--- config.mk ---
export PLATFORM = sky130hd
export DESIGN_NAME = uart_top
export DESIGN_NICKNAME = d
export VERILOG_FILES = /design/src/design/uart_pkg.sv /design/src/design/uart_cfg_if.sv /design/src/design/uart_regs.sv /design/src/design/uart_tx.sv /design/src/design/uart_rx.sv /design/src/design/uart_top.sv
export SDC_FILE = /design/constraint.sdc
export NUM_CORES = 1
export LEC_CHECK = 0
export ABC_AREA = 1
export BUFFER_PORTS_ARGS = -buffer_cell sky130_fd_sc_hd__buf_2
export CAP_MARGIN = 10
export CELL_PAD_IN_SITES_DETAIL_PLACEMENT = 0
export CELL_PAD_IN_SITES_GLOBAL_PLACEMENT = 1
export CORE_MARGIN = 8
export CORE_UTILIZATION = 44
export CTS_BUF_LIST = sky130_fd_sc_hd__clkbuf_4 sky130_fd_sc_hd__clkbuf_8 sky130_fd_sc_hd__clkbuf_16
export CTS_CLUSTER_SIZE = 20
export DETAILED_ROUTE_END_ITERATION = 10
export PLACE_DENSITY_LB_ADDON = 0.1
export SLEW_MARGIN = 25
export SYNTH_ARGS = -nofsm -noshare
export SYNTH_HDL_FRONTEND = slang
export SYNTH_SLANG_ARGS = --single-unit
--- constraint.sdc ---
create_clock -name clk -period 3.9 [get_ports clk]
set_input_delay 0.195 -clock clk [delete_from_list [all_inputs] [get_ports clk]]
set_output_delay 0.195 -clock clk [all_outputs]
set_load 0.01 [all_outputs]
--- src/design/uart_pkg.sv ---
package uart_pkg;

  // One data byte on the serial line
  typedef logic [7:0] uart_byte_t;

  // Bit time in clock cycles
  typedef logic [15:0] uart_div_t;

  // Register address and write data of the config port
  typedef logic [1:0] uart_addr_t;
  typedef logic [15:0] uart_wdata_t;

  // Shortest legal bit time, keeps the half-bit sample point above zero
  localparam uart_div_t div_min = 16'd4;

  // Frame register bits 1:0, code 3 is not legal and reads as none
  typedef enum logic [1:0] {
    parity_none = 2'd0,
    parity_even = 2'd1,
    parity_odd  = 2'd2
  } parity_t;

  // Register map
  localparam uart_addr_t reg_div_addr   = 2'd0;
  localparam uart_addr_t reg_frame_addr = 2'd1;

  // Transmitter FSM
  typedef enum logic [2:0] {tx_idle, tx_start, tx_data, tx_parity, tx_stop} tx_state_t;

  // Receiver FSM
  typedef enum logic [2:0] {rx_idle, rx_start, rx_data, rx_parity, rx_stop} rx_state_t;

endpackage

--- src/design/uart_cfg_if.sv ---
`timescale 1ns/1ps

interface uart_cfg_if;

  // Bit time in clock cycles, never below 4
  uart_pkg::uart_div_t divisor;

  // Frame format
  uart_pkg::parity_t parity;
  logic two_stop;

  // One-cycle pulse on every accepted register write
  logic cfg_change;

  // Register block drives the bus
  modport source (output divisor, output parity, output two_stop, output cfg_change);

  // Serializers only read it
  modport sink (input divisor, input parity, input two_stop, input cfg_change);

endinterface

--- src/design/uart_regs.sv ---
`timescale 1ns/1ps

module uart_regs #(
  parameter uart_pkg::uart_div_t DIV_RESET = 16'd8
) (
  input  logic                   clk,
  input  logic                   rst_n,
  input  logic                   cfg_we,
  input  uart_pkg::uart_addr_t   cfg_addr,
  input  uart_pkg::uart_wdata_t  cfg_wdata,
  uart_cfg_if.source             cfg
);

  // Reset divisor goes through the same floor as a written one
  localparam uart_pkg::uart_div_t div_init =
    (DIV_RESET < uart_pkg::div_min) ? uart_pkg::div_min : DIV_RESET;

  logic div_we;
  logic frame_we;
  uart_pkg::uart_div_t div_clamped;
  uart_pkg::parity_t parity_wr;

  // Address decode, other addresses are dropped
  assign div_we   = cfg_we && (cfg_addr == uart_pkg::reg_div_addr);
  assign frame_we = cfg_we && (cfg_addr == uart_pkg::reg_frame_addr);

  // A divisor of 2 still gets a half-bit sample point of 2 cycles
  assign div_clamped = (cfg_wdata < uart_pkg::div_min) ? uart_pkg::div_min : cfg_wdata;

  // Illegal parity code 3 maps to no parity
  always_comb begin
    case (cfg_wdata[1:0])
      2'd1:    parity_wr = uart_pkg::parity_even;
      2'd2:    parity_wr = uart_pkg::parity_odd;
      default: parity_wr = uart_pkg::parity_none;
    endcase
  end

  // New values and the change pulse show up together, one cycle after the strobe
  always_ff @(posedge clk) begin
    if (!rst_n) begin
      cfg.divisor    <= div_init;
      cfg.parity     <= uart_pkg::parity_none;
      cfg.two_stop   <= 1'b0;
      cfg.cfg_change <= 1'b0;
    end else begin
      cfg.cfg_change <= div_we || frame_we;
      if (div_we) begin
        cfg.divisor <= div_clamped;
      end
      if (frame_we) begin
        cfg.parity   <= parity_wr;
        // Bit 2 selects two stop bits
        cfg.two_stop <= cfg_wdata[2];
      end
    end
  end

endmodule

--- src/design/uart_tx.sv ---
`timescale 1ns/1ps

module uart_tx (
  input  logic                  clk,
  input  logic                  rst_n,
  uart_cfg_if.sink              cfg,
  input  logic                  tx_stb,
  input  uart_pkg::uart_byte_t  tx_data,
  output logic                  tx_busy,
  output logic                  txd
);

  uart_pkg::tx_state_t state_q;

  // Cycles spent in the current bit
  uart_pkg::uart_div_t cnt_q;
  logic bit_end;

  // Byte being sent, shifted right as bits go out
  uart_pkg::uart_byte_t shift_q;
  logic [2:0] bit_idx_q;

  // XOR of the data bits already on the line
  logic par_q;

  // Set while the second stop bit is on the line
  logic second_stop_q;

  // Last cycle of the current bit period
  assign bit_end = (cnt_q == cfg.divisor - uart_pkg::uart_div_t'(1));

  // Busy from the start bit up to the end of the last stop bit
  assign tx_busy = (state_q != uart_pkg::tx_idle);

  always_ff @(posedge clk) begin
    if (!rst_n) begin
      state_q <= uart_pkg::tx_idle;
      cnt_q   <= '0;
      txd     <= 1'b1;
    end else if (cfg.cfg_change) begin
      // New timing or format, drop the frame and park the line high
      state_q <= uart_pkg::tx_idle;
      cnt_q   <= '0;
      txd     <= 1'b1;
    end else begin
      // Bit period counter wraps at every bit edge
      if (state_q == uart_pkg::tx_idle || bit_end) begin
        cnt_q <= '0;
      end else begin
        cnt_q <= cnt_q + uart_pkg::uart_div_t'(1);
      end

      case (state_q)
        uart_pkg::tx_idle: begin
          // Strobe only taken here, so a strobe while busy is lost
          if (tx_stb) begin
            state_q <= uart_pkg::tx_start;
            txd     <= 1'b0;
            shift_q <= tx_data;
            par_q   <= 1'b0;
          end
        end

        uart_pkg::tx_start: begin
          if (bit_end) begin
            state_q   <= uart_pkg::tx_data;
            txd       <= shift_q[0];
            bit_idx_q <= 3'd0;
          end
        end

        uart_pkg::tx_data: begin
          if (bit_end) begin
            par_q   <= par_q ^ shift_q[0];
            shift_q <= shift_q >> 1;
            if (bit_idx_q == 3'd7) begin
              if (cfg.parity == uart_pkg::parity_none) begin
                state_q       <= uart_pkg::tx_stop;
                txd           <= 1'b1;
                second_stop_q <= 1'b0;
              end else begin
                // Even parity is the plain XOR, odd its inverse
                state_q <= uart_pkg::tx_parity;
                txd     <= par_q ^ shift_q[0] ^ (cfg.parity == uart_pkg::parity_odd);
              end
            end else begin
              bit_idx_q <= bit_idx_q + 3'd1;
              txd       <= shift_q[1];
            end
          end
        end

        uart_pkg::tx_parity: begin
          if (bit_end) begin
            state_q       <= uart_pkg::tx_stop;
            txd           <= 1'b1;
            second_stop_q <= 1'b0;
          end
        end

        uart_pkg::tx_stop: begin
          if (bit_end) begin
            if (cfg.two_stop && !second_stop_q) begin
              second_stop_q <= 1'b1;
            end else begin
              state_q <= uart_pkg::tx_idle;
            end
          end
        end

        default: begin
          state_q <= uart_pkg::tx_idle;
          txd     <= 1'b1;
        end
      endcase
    end
  end

endmodule

--- src/design/uart_rx.sv ---
`timescale 1ns/1ps

module uart_rx (
  input  logic                  clk,
  input  logic                  rst_n,
  uart_cfg_if.sink              cfg,
  input  logic                  rxd,
  output logic                  rx_stb,
  output uart_pkg::uart_byte_t  rx_data,
  output logic                  rx_parity_err,
  output logic                  rx_frame_err
);

  uart_pkg::rx_state_t state_q;

  // Two-flop synchronizer plus one more stage for edge detection
  logic rxd_meta;
  logic rxd_sync;
  logic rxd_prev;
  logic start_edge;

  // Sample point counter
  uart_pkg::uart_div_t cnt_q;
  uart_pkg::uart_div_t half_m1;
  uart_pkg::uart_div_t full_m1;
  logic sample;

  // Received data, filled from the top so bit 0 ends up in the LSB
  uart_pkg::uart_byte_t data_q;
  logic [2:0] bit_idx_q;

  // Parity of the data bits seen so far
  logic par_q;

  assign start_edge = rxd_prev && !rxd_sync;

  // Start bit is checked half a bit in, every later bit a full bit after that
  assign half_m1 = (cfg.divisor >> 1) - uart_pkg::uart_div_t'(1);
  assign full_m1 = cfg.divisor - uart_pkg::uart_div_t'(1);
  assign sample  = (state_q == uart_pkg::rx_start) ? (cnt_q == half_m1) : (cnt_q == full_m1);

  // Data holds after the stop sample until the next frame shifts in
  assign rx_data = data_q;

  // Line idles high, so the chain resets to 1 and no false start follows reset
  always_ff @(posedge clk) begin
    if (!rst_n) begin
      rxd_meta <= 1'b1;
      rxd_sync <= 1'b1;
      rxd_prev <= 1'b1;
    end else begin
      rxd_meta <= rxd;
      rxd_sync <= rxd_meta;
      rxd_prev <= rxd_sync;
    end
  end

  always_ff @(posedge clk) begin
    if (!rst_n) begin
      state_q <= uart_pkg::rx_idle;
      cnt_q   <= '0;
      rx_stb  <= 1'b0;
    end else if (cfg.cfg_change) begin
      // Abort so no frame is sampled with mixed bit times
      state_q <= uart_pkg::rx_idle;
      cnt_q   <= '0;
      rx_stb  <= 1'b0;
    end else begin
      rx_stb <= 1'b0;

      if (state_q == uart_pkg::rx_idle || sample) begin
        cnt_q <= '0;
      end else begin
        cnt_q <= cnt_q + uart_pkg::uart_div_t'(1);
      end

      case (state_q)
        uart_pkg::rx_idle: begin
          // Needs a high to low edge, a line stuck low after a bad frame waits
          if (start_edge) begin
            state_q <= uart_pkg::rx_start;
          end
        end

        uart_pkg::rx_start: begin
          if (sample) begin
            if (rxd_sync) begin
              // Glitch, line went back high before mid-bit
              state_q <= uart_pkg::rx_idle;
            end else begin
              state_q       <= uart_pkg::rx_data;
              bit_idx_q     <= 3'd0;
              par_q         <= 1'b0;
              rx_parity_err <= 1'b0;
            end
          end
        end

        uart_pkg::rx_data: begin
          if (sample) begin
            data_q <= {rxd_sync, data_q[7:1]};
            par_q  <= par_q ^ rxd_sync;
            if (bit_idx_q == 3'd7) begin
              if (cfg.parity == uart_pkg::parity_none) begin
                state_q <= uart_pkg::rx_stop;
              end else begin
                state_q <= uart_pkg::rx_parity;
              end
            end else begin
              bit_idx_q <= bit_idx_q + 3'd1;
            end
          end
        end

        uart_pkg::rx_parity: begin
          if (sample) begin
            // Mismatch against the expected even or odd bit
            rx_parity_err <= rxd_sync ^ par_q ^ (cfg.parity == uart_pkg::parity_odd);
            state_q       <= uart_pkg::rx_stop;
          end
        end

        uart_pkg::rx_stop: begin
          // Only the first stop bit is checked, a second one passes as idle
          if (sample) begin
            rx_stb       <= 1'b1;
            rx_frame_err <= !rxd_sync;
            state_q      <= uart_pkg::rx_idle;
          end
        end

        default: begin
          state_q <= uart_pkg::rx_idle;
        end
      endcase
    end
  end

endmodule

--- src/design/uart_top.sv ---
`timescale 1ns/1ps

module uart_top #(
  parameter uart_pkg::uart_div_t DIV_RESET = 16'd8
) (
  input  logic                   clk,
  input  logic                   rst_n,

  // Config register write port
  input  logic                   cfg_we,
  input  uart_pkg::uart_addr_t   cfg_addr,
  input  uart_pkg::uart_wdata_t  cfg_wdata,

  // Transmit side
  input  logic                   tx_stb,
  input  uart_pkg::uart_byte_t   tx_data,
  output logic                   tx_busy,
  output logic                   txd,

  // Receive side
  input  logic                   rxd,
  output logic                   rx_stb,
  output uart_pkg::uart_byte_t   rx_data,
  output logic                   rx_parity_err,
  output logic                   rx_frame_err
);

  // Shared frame configuration
  uart_cfg_if cfg_bus ();

  uart_regs #(
    .DIV_RESET (DIV_RESET)
  ) regs_i (
    .clk       (clk),
    .rst_n     (rst_n),
    .cfg_we    (cfg_we),
    .cfg_addr  (cfg_addr),
    .cfg_wdata (cfg_wdata),
    .cfg       (cfg_bus.source)
  );

  uart_tx tx_i (
    .clk     (clk),
    .rst_n   (rst_n),
    .cfg     (cfg_bus.sink),
    .tx_stb  (tx_stb),
    .tx_data (tx_data),
    .tx_busy (tx_busy),
    .txd     (txd)
  );

  uart_rx rx_i (
    .clk           (clk),
    .rst_n         (rst_n),
    .cfg           (cfg_bus.sink),
    .rxd           (rxd),
    .rx_stb        (rx_stb),
    .rx_data       (rx_data),
    .rx_parity_err (rx_parity_err),
    .rx_frame_err  (rx_frame_err)
  );

endmodule

* Yosys cells after proc, flatten, opt, wreduce, memory -nomap -nowiden
Index checks and enable logic that the tools add are counted.
** Storage, ports and cells
- Bits in latches :: 0
- Memory bits (writable) :: 0
- Memories kept :: 0
- Memory bits (read-only) :: 0
- Logic and storage cells :: 161
- Output and inout port bits :: 13
- Input bits :: 31
- Bits in registers :: 90
** Operators by class
- Add/subtract/negate cells :: 6
- Div/mod/pow operators :: 0
- Magnitude comparators :: 1
- Mux-type cells :: 55
- Equality and inequality tests :: 35
- Bitwise logic cells :: 8
- Shift operators :: 0
- Multipliers :: 0
- Reduce and logical (&&, ||, !) cells :: 34
** Operators with widths (count)
- $mux 3 :: 21
- $eq 16x16->1 :: 3
- $add 16x1->16 const B :: 2
- $pmux 3 s5 :: 2
- $ne 2x1->1 const B :: 13
- $reduce_and 6->1 :: 4
- $mux 1 :: 19
- $lt 16x3->1 const B :: 1
- $mux 16 :: 1
- $mux 8 :: 2
- $pmux 8 s2 :: 1
- $sub 15x1->16 const B :: 1
- $sub 16x1->16 const B :: 1
- $reduce_and 7->1 :: 2
- $eq 3x2->1 const B :: 4
- $eq 3x3->1 const B :: 4
- $pmux 3 s2 :: 2
- $ne 2x2->1 const B :: 5
- $reduce_and 5->1 :: 2
- $reduce_and 9->1 :: 1
- $reduce_or 3->1 :: 3
- $reduce_and 4->1 :: 2
- $reduce_bool 2->1 :: 4
- $add 3x1->3 const B :: 2
- other kinds (17) :: 37

* Logic depth before layout (Yosys ltp)
- Depth after elaboration :: 6
- Depth in mapped cells :: 20
- Depth with buffers taken out :: 20

* Hierarchy
From an unflattened synthesis, not the netlist that was laid out.
** Second synthesis, totals
- Cells, all modules :: 951
- Area, all modules :: 6167.2 sq um
** Modules (own cells, without submodules)
- uart_rx :: times used 1, cells an instance 489, area each 3067.9 sq um, sequential area each 880.8 sq um
- uart_tx :: times used 1, cells an instance 359, area each 2319.7 sq um, sequential area each 790.8 sq um
- uart_regs :: times used 1, cells an instance 103, area each 779.5 sq um, sequential area each 400.4 sq um

* Worst setup path before layout
Ideal clock, no wire load.
- Kind :: reg2reg
- From :: register regs_i.cfg.divisor[1]
- To :: register tx_i.par_q, enable pin
- Data arrival time :: 2.315 ns
- Required time :: 3.526 ns
- Cell stages (with the launch flop) :: 15
- Clock period less this slack :: 2.689 ns
- Setup slack :: 1.211 ns
- Path through :: dfxtp_1 > inv_1 > ha_1 > inv_2 > nor2_2 > nand3_2 > nor2_1 > nand2_1 > nand2_1 > xor2_1 > nand2_1 > nor2_2 > nand3_4 > a21o_2 > nor3_2
** On the way
- Cells in the longest elaborated chain, start to end :: 4
** Ends and longest elaborated chain
- start: declaration :: RTL line uart_cfg_if.sv:16 : modport source (output divisor, output parity, output two_stop, output cfg_change);
- start signal: assignment :: RTL line uart_regs.sv:42 : cfg.divisor <= div_init;
- start signal: assignment :: RTL line uart_regs.sv:49 : cfg.divisor <= div_clamped;
- $sub 16x1->16 :: RTL line uart_tx.sv:30 : assign bit_end = (cnt_q == cfg.divisor - uart_pkg::uart_div_t'(1));
- $eq 16x16->1 :: RTL line uart_tx.sv:30
- $ne 2x1->1 (no source line)
- $reduce_and 5->1 (no source line)
- end signal: assignment :: RTL line uart_tx.sv:74 : par_q <= par_q ^ shift_q[0];
- end: declaration :: RTL line uart_tx.sv:24 : logic par_q;
No other way between the ends.
A chain may end at the register's enable or synchronous reset.

* Worst setup path in the final report
- From :: register rx_i.state_q[0]
- To :: register rx_i.data_q[6] (netlist: rx_i.rx_data[6]), enable pin
** On the way
- Cells in the longest elaborated chain, start to end :: 3
** Ends and longest elaborated chain
- start: declaration :: RTL line uart_rx.sv:14 : uart_pkg::rx_state_t state_q;
- start signal: assignment :: RTL line uart_rx.sv:60 : state_q <= uart_pkg::rx_idle;
- start signal: assignment :: RTL line uart_rx.sv:65 : state_q <= uart_pkg::rx_idle;
- start signal: assignment :: RTL line uart_rx.sv:81 : state_q <= uart_pkg::rx_start;
- $eq 3x1->1 :: RTL line uart_rx.sv:40 : assign sample = (state_q == uart_pkg::rx_start) ? (cnt_q == half_m1) : (cnt_q == full_m1);
- $mux 1 :: RTL line uart_rx.sv:40
- $reduce_and 4->1 (no source line) (*)
- end signal: assignment :: RTL line uart_rx.sv:101 : data_q <= {rxd_sync, data_q[7:1]};
- end: declaration :: RTL line uart_rx.sv:29 : uart_pkg::uart_byte_t data_q;
Every way passes the cells marked *; elsewhere a longest branch is shown, timed or not.

==> metrics.txt <==
largest cells by area after synthesis=dfxtp_1 22%, edfxtp_1 14%, nand2_1 13%; Post-Synth Adder-Cell Area=1.779%; post-synth top area share=approximately 22%; Hold Crit Depth=2; clock skew=0.01106 ns; global routing usage on met1=26.72%; initial antenna violation count=0; clk sinks=90; Synth Cell Area=0.005625 mm2; Finished Layout Cells=1013; gp weighted congestion=0.9133; core area=between 0.01 and 0.015 mm2; Die Ht=129.1 um; number of hold buffers added after CTS=0; die area=~0.017 mm2; WL final=15460 um; fmax=slightly below 0.3 GHz; Port Buffers=between 40 and 50; TritonCTS buffer count=9; syn_nets=833; Yosys cell types=49; commonest cells in the netlist=196 x nand2_1, 96 x inv_1, 93 x nand3_1, 89 x nor2_1, 63 x dfxtp_1; startpoint types=flop; status=finished clean; DRT Pass-1 Iters=5; async set-reset flop share out of synthesis=0%; Flop pwr share=34.9%; Logic pwr share=around 37%; Root Buffer=clkbuf_16; post-synthesis compound-gate area fraction=7.362%; peak supply drop=approximately 240 uV; TNS Setup=0 ns; htree depth=3; CP Capture Type=flop; Clk pin slew, worst setup/hold paths=0.07 ns; Min Hold Slack=0.02457 ns; register area=0.002072 mm2; layout cells sized above 1=around 15%; Leak=about 2.6 nW; total track usage=19.60%; Ys Warns=0; slew margin rel.=44.57%; xor/xnor share of the synthesized area=4.181%; Top FF cell, synth=dfxtp_1; Hold Vio Cnt, Final=0; leading area contributor after synthesis=dfxtp_1; CP max FO=20; Residual DRC=0; post-route ant nets=0; HPWL Detailed=12450 um; Req. time, crit path=3.89 ns; crit share post-route=87.98%; syn avg cell area=7.085 um2; multi-input logic area=0.003083 mm2; Setup CP Type=flop to flop; clock tree from TritonCTS=yes; busiest grt layer=met2; worst r2r path cells=12; GR Overflow Total=0; share of the yosys chip area belonging to registers=36.83%; num ports=44; Synth Area in Simple Gates=41.48%; switching power=approximately 1.2 mW; pwr dens=504.9 mW/mm2; initial core utilization=between 40 and 50%; n_diodes=0; worst min path class=primary input to flop; max-slew violations=0; first-pass GRT wire length=25360 um; DRT iter0 DRCs=387; Setup Buffers After CTS=0; M2 GR Usage=between 30% and 40%; Die W=between 100 and 150 um; routed vias/inst=5.225; post-synthesis mux area share=0%; switch share=about two fifths; number of synthesized flops with an enable pin=27; worst-case clock buffer depth=2; maxcap violations=0; largest family of logic cells by synthesized area=simple AND/OR/NAND/NOR gates; Core Rows=41; Setup-failing EPs final=0; PostCTS Resize Cnt=0; vias in the first global route=4956; DP Cell Count=997; Clock Power Share=28.5%; fin nets=875; worst skew pair latency=0.36 ns; crit path DAT=3.42 ns; Layout Area Growth over Synthesis=11.94%; Tmin final=3.431 ns; Seq cells post-synth=90; Synth Instances=approximately 800; RSZ-0062 raised after global routing=false; met3 Resource Use GR=3.821%; vias=roughly 5300; FILL cells=1270; mean routed wirelength per cell=15.26 um; most common cell in the netlist=nand2_1; largest net degree at the start of global routing=31; Slew @ Worst Pin=0.8305 ns; Pint=1.931 mW
## state kept, by name (all words and copies together) (netlist names)
register / cells
regs_i.cfg.cfg_change: 1
regs_i.cfg.divisor: 16
regs_i.cfg.parity: 2
regs_i.cfg.two_stop: 1
rx_i.bit_idx_q: 3
rx_i.cnt_q: 16
rx_i.par_q: 1
rx_i.rx_data: 8
rx_i.rx_frame_err: 1
rx_i.rx_parity_err: 1
rx_i.rx_stb: 1
rx_i.rxd_meta: 1
rx_i.rxd_prev: 1
rx_i.rxd_sync: 1
rx_i.state_q: 3
tx_i.bit_idx_q: 3
tx_i.cnt_q: 16
tx_i.par_q: 1
tx_i.second_stop_q: 1
tx_i.shift_q: 8
tx_i.state_q: 3
tx_i.txd: 1
## cell families after synthesis
| kind of cell | after synthesis |
|---|---|
| compound gates | 69 |
| xor+xnor | 26 |
| fa+ha+maj | 8 |
| buf+inv | 117 |
| flops | 90 |
| simple gates | 484 |
## through the flow
stage / util, % / total power [mW] / instance area, um2 / worst slack [ns]
6_report: 50.10 / 3.180 / 6297 / 0.4688
3_5_place_dp: 47.70 / 2.277 / 5995 / 0.5371
3_3_place_gp: 47.70 / 2.275 / 5995 / 0.5754
2_1_floorplan: - / 2.016 / 5625 / 1.211
4_1_cts: 50.10 / 3.185 / 6297 / 0.5372
5_1_grt: 50.10 / 3.400 / 6297 / 0.2231
## worst max-delay path, cell delays in order (launching register included)
cell     delay [ns]
dfxtp_1        0.46
nand3_2        0.41
inv_2          0.47
nand3_1        0.26
nand2_1        0.12
nand2_1        0.05
nand2_1        0.11
nand3_1        0.09
a21oi_1        0.14
nand4_1        0.17
nor2_1         0.17
nand2_1        0.10
nor2_1         0.50
## per-layer routing
metal | vias up | wire length (um)
met5 | - | 0
met4 | 0 | 269
met3 | 17 | 910
met2 | 174 | 6706
met1 | 2425 | 7569
li1 | 2677 | -
## cells in the final DEF (no fill, tap or decap), types with 4 or more instances in the layout
cell type	count
a211oi_1	15
ha_1	8
nor3_1	16
nor2_2	23
xnor2_1	5
nand2_1	196
buf_2	43
nand2_2	7
dfxtp_1	63
inv_2	4
nor2_4	8
o21ai_0	16
edfxtp_1	27
clkbuf_16	9
nor4_1	7
nor2_1	89
nand3_1	93
nor3b_1	5
a31oi_1	4
nand2_4	5
buf_4	4
xor2_1	20
inv_1	96
nand4_1	16
a21oi_1	21
## power groups by stage
stage	logic [mW]	registers, mW	clock network, mW
floorplan	0.915	1.10	0
global placement	1.15	1.13	0
detailed placement	1.15	1.13	0
CTS	1.15	1.11	0.924
global route	1.32	1.11	0.964
finish	1.16	1.11	0.906
## layout make-up
cell class | count | area share, %
Inverter | 101 | 6.020
Multi-Input combinational cell | 587 | 48.96
Clock inverter | 6 | 1.113
Tap cell | 172 | 3.417
Clock buffer | 10 | 3.696
Sequential cell | 90 | 32.90
Timing Repair Buffer | 47 | 3.894
## path summary, 6_finish.rpt
path	start	endpoint	slack [ns]
max	rx_i.state_q[0]	rx_i.rx_data[6]	0.47
min	rxd	rx_i.rxd_meta	0.02
min reg2reg	rx_i.rxd_meta	rx_i.rxd_sync	0.43
max reg2reg	rx_i.state_q[0]	rx_i.rx_data[6]	0.47
Power figures use the tool's default switching activity.
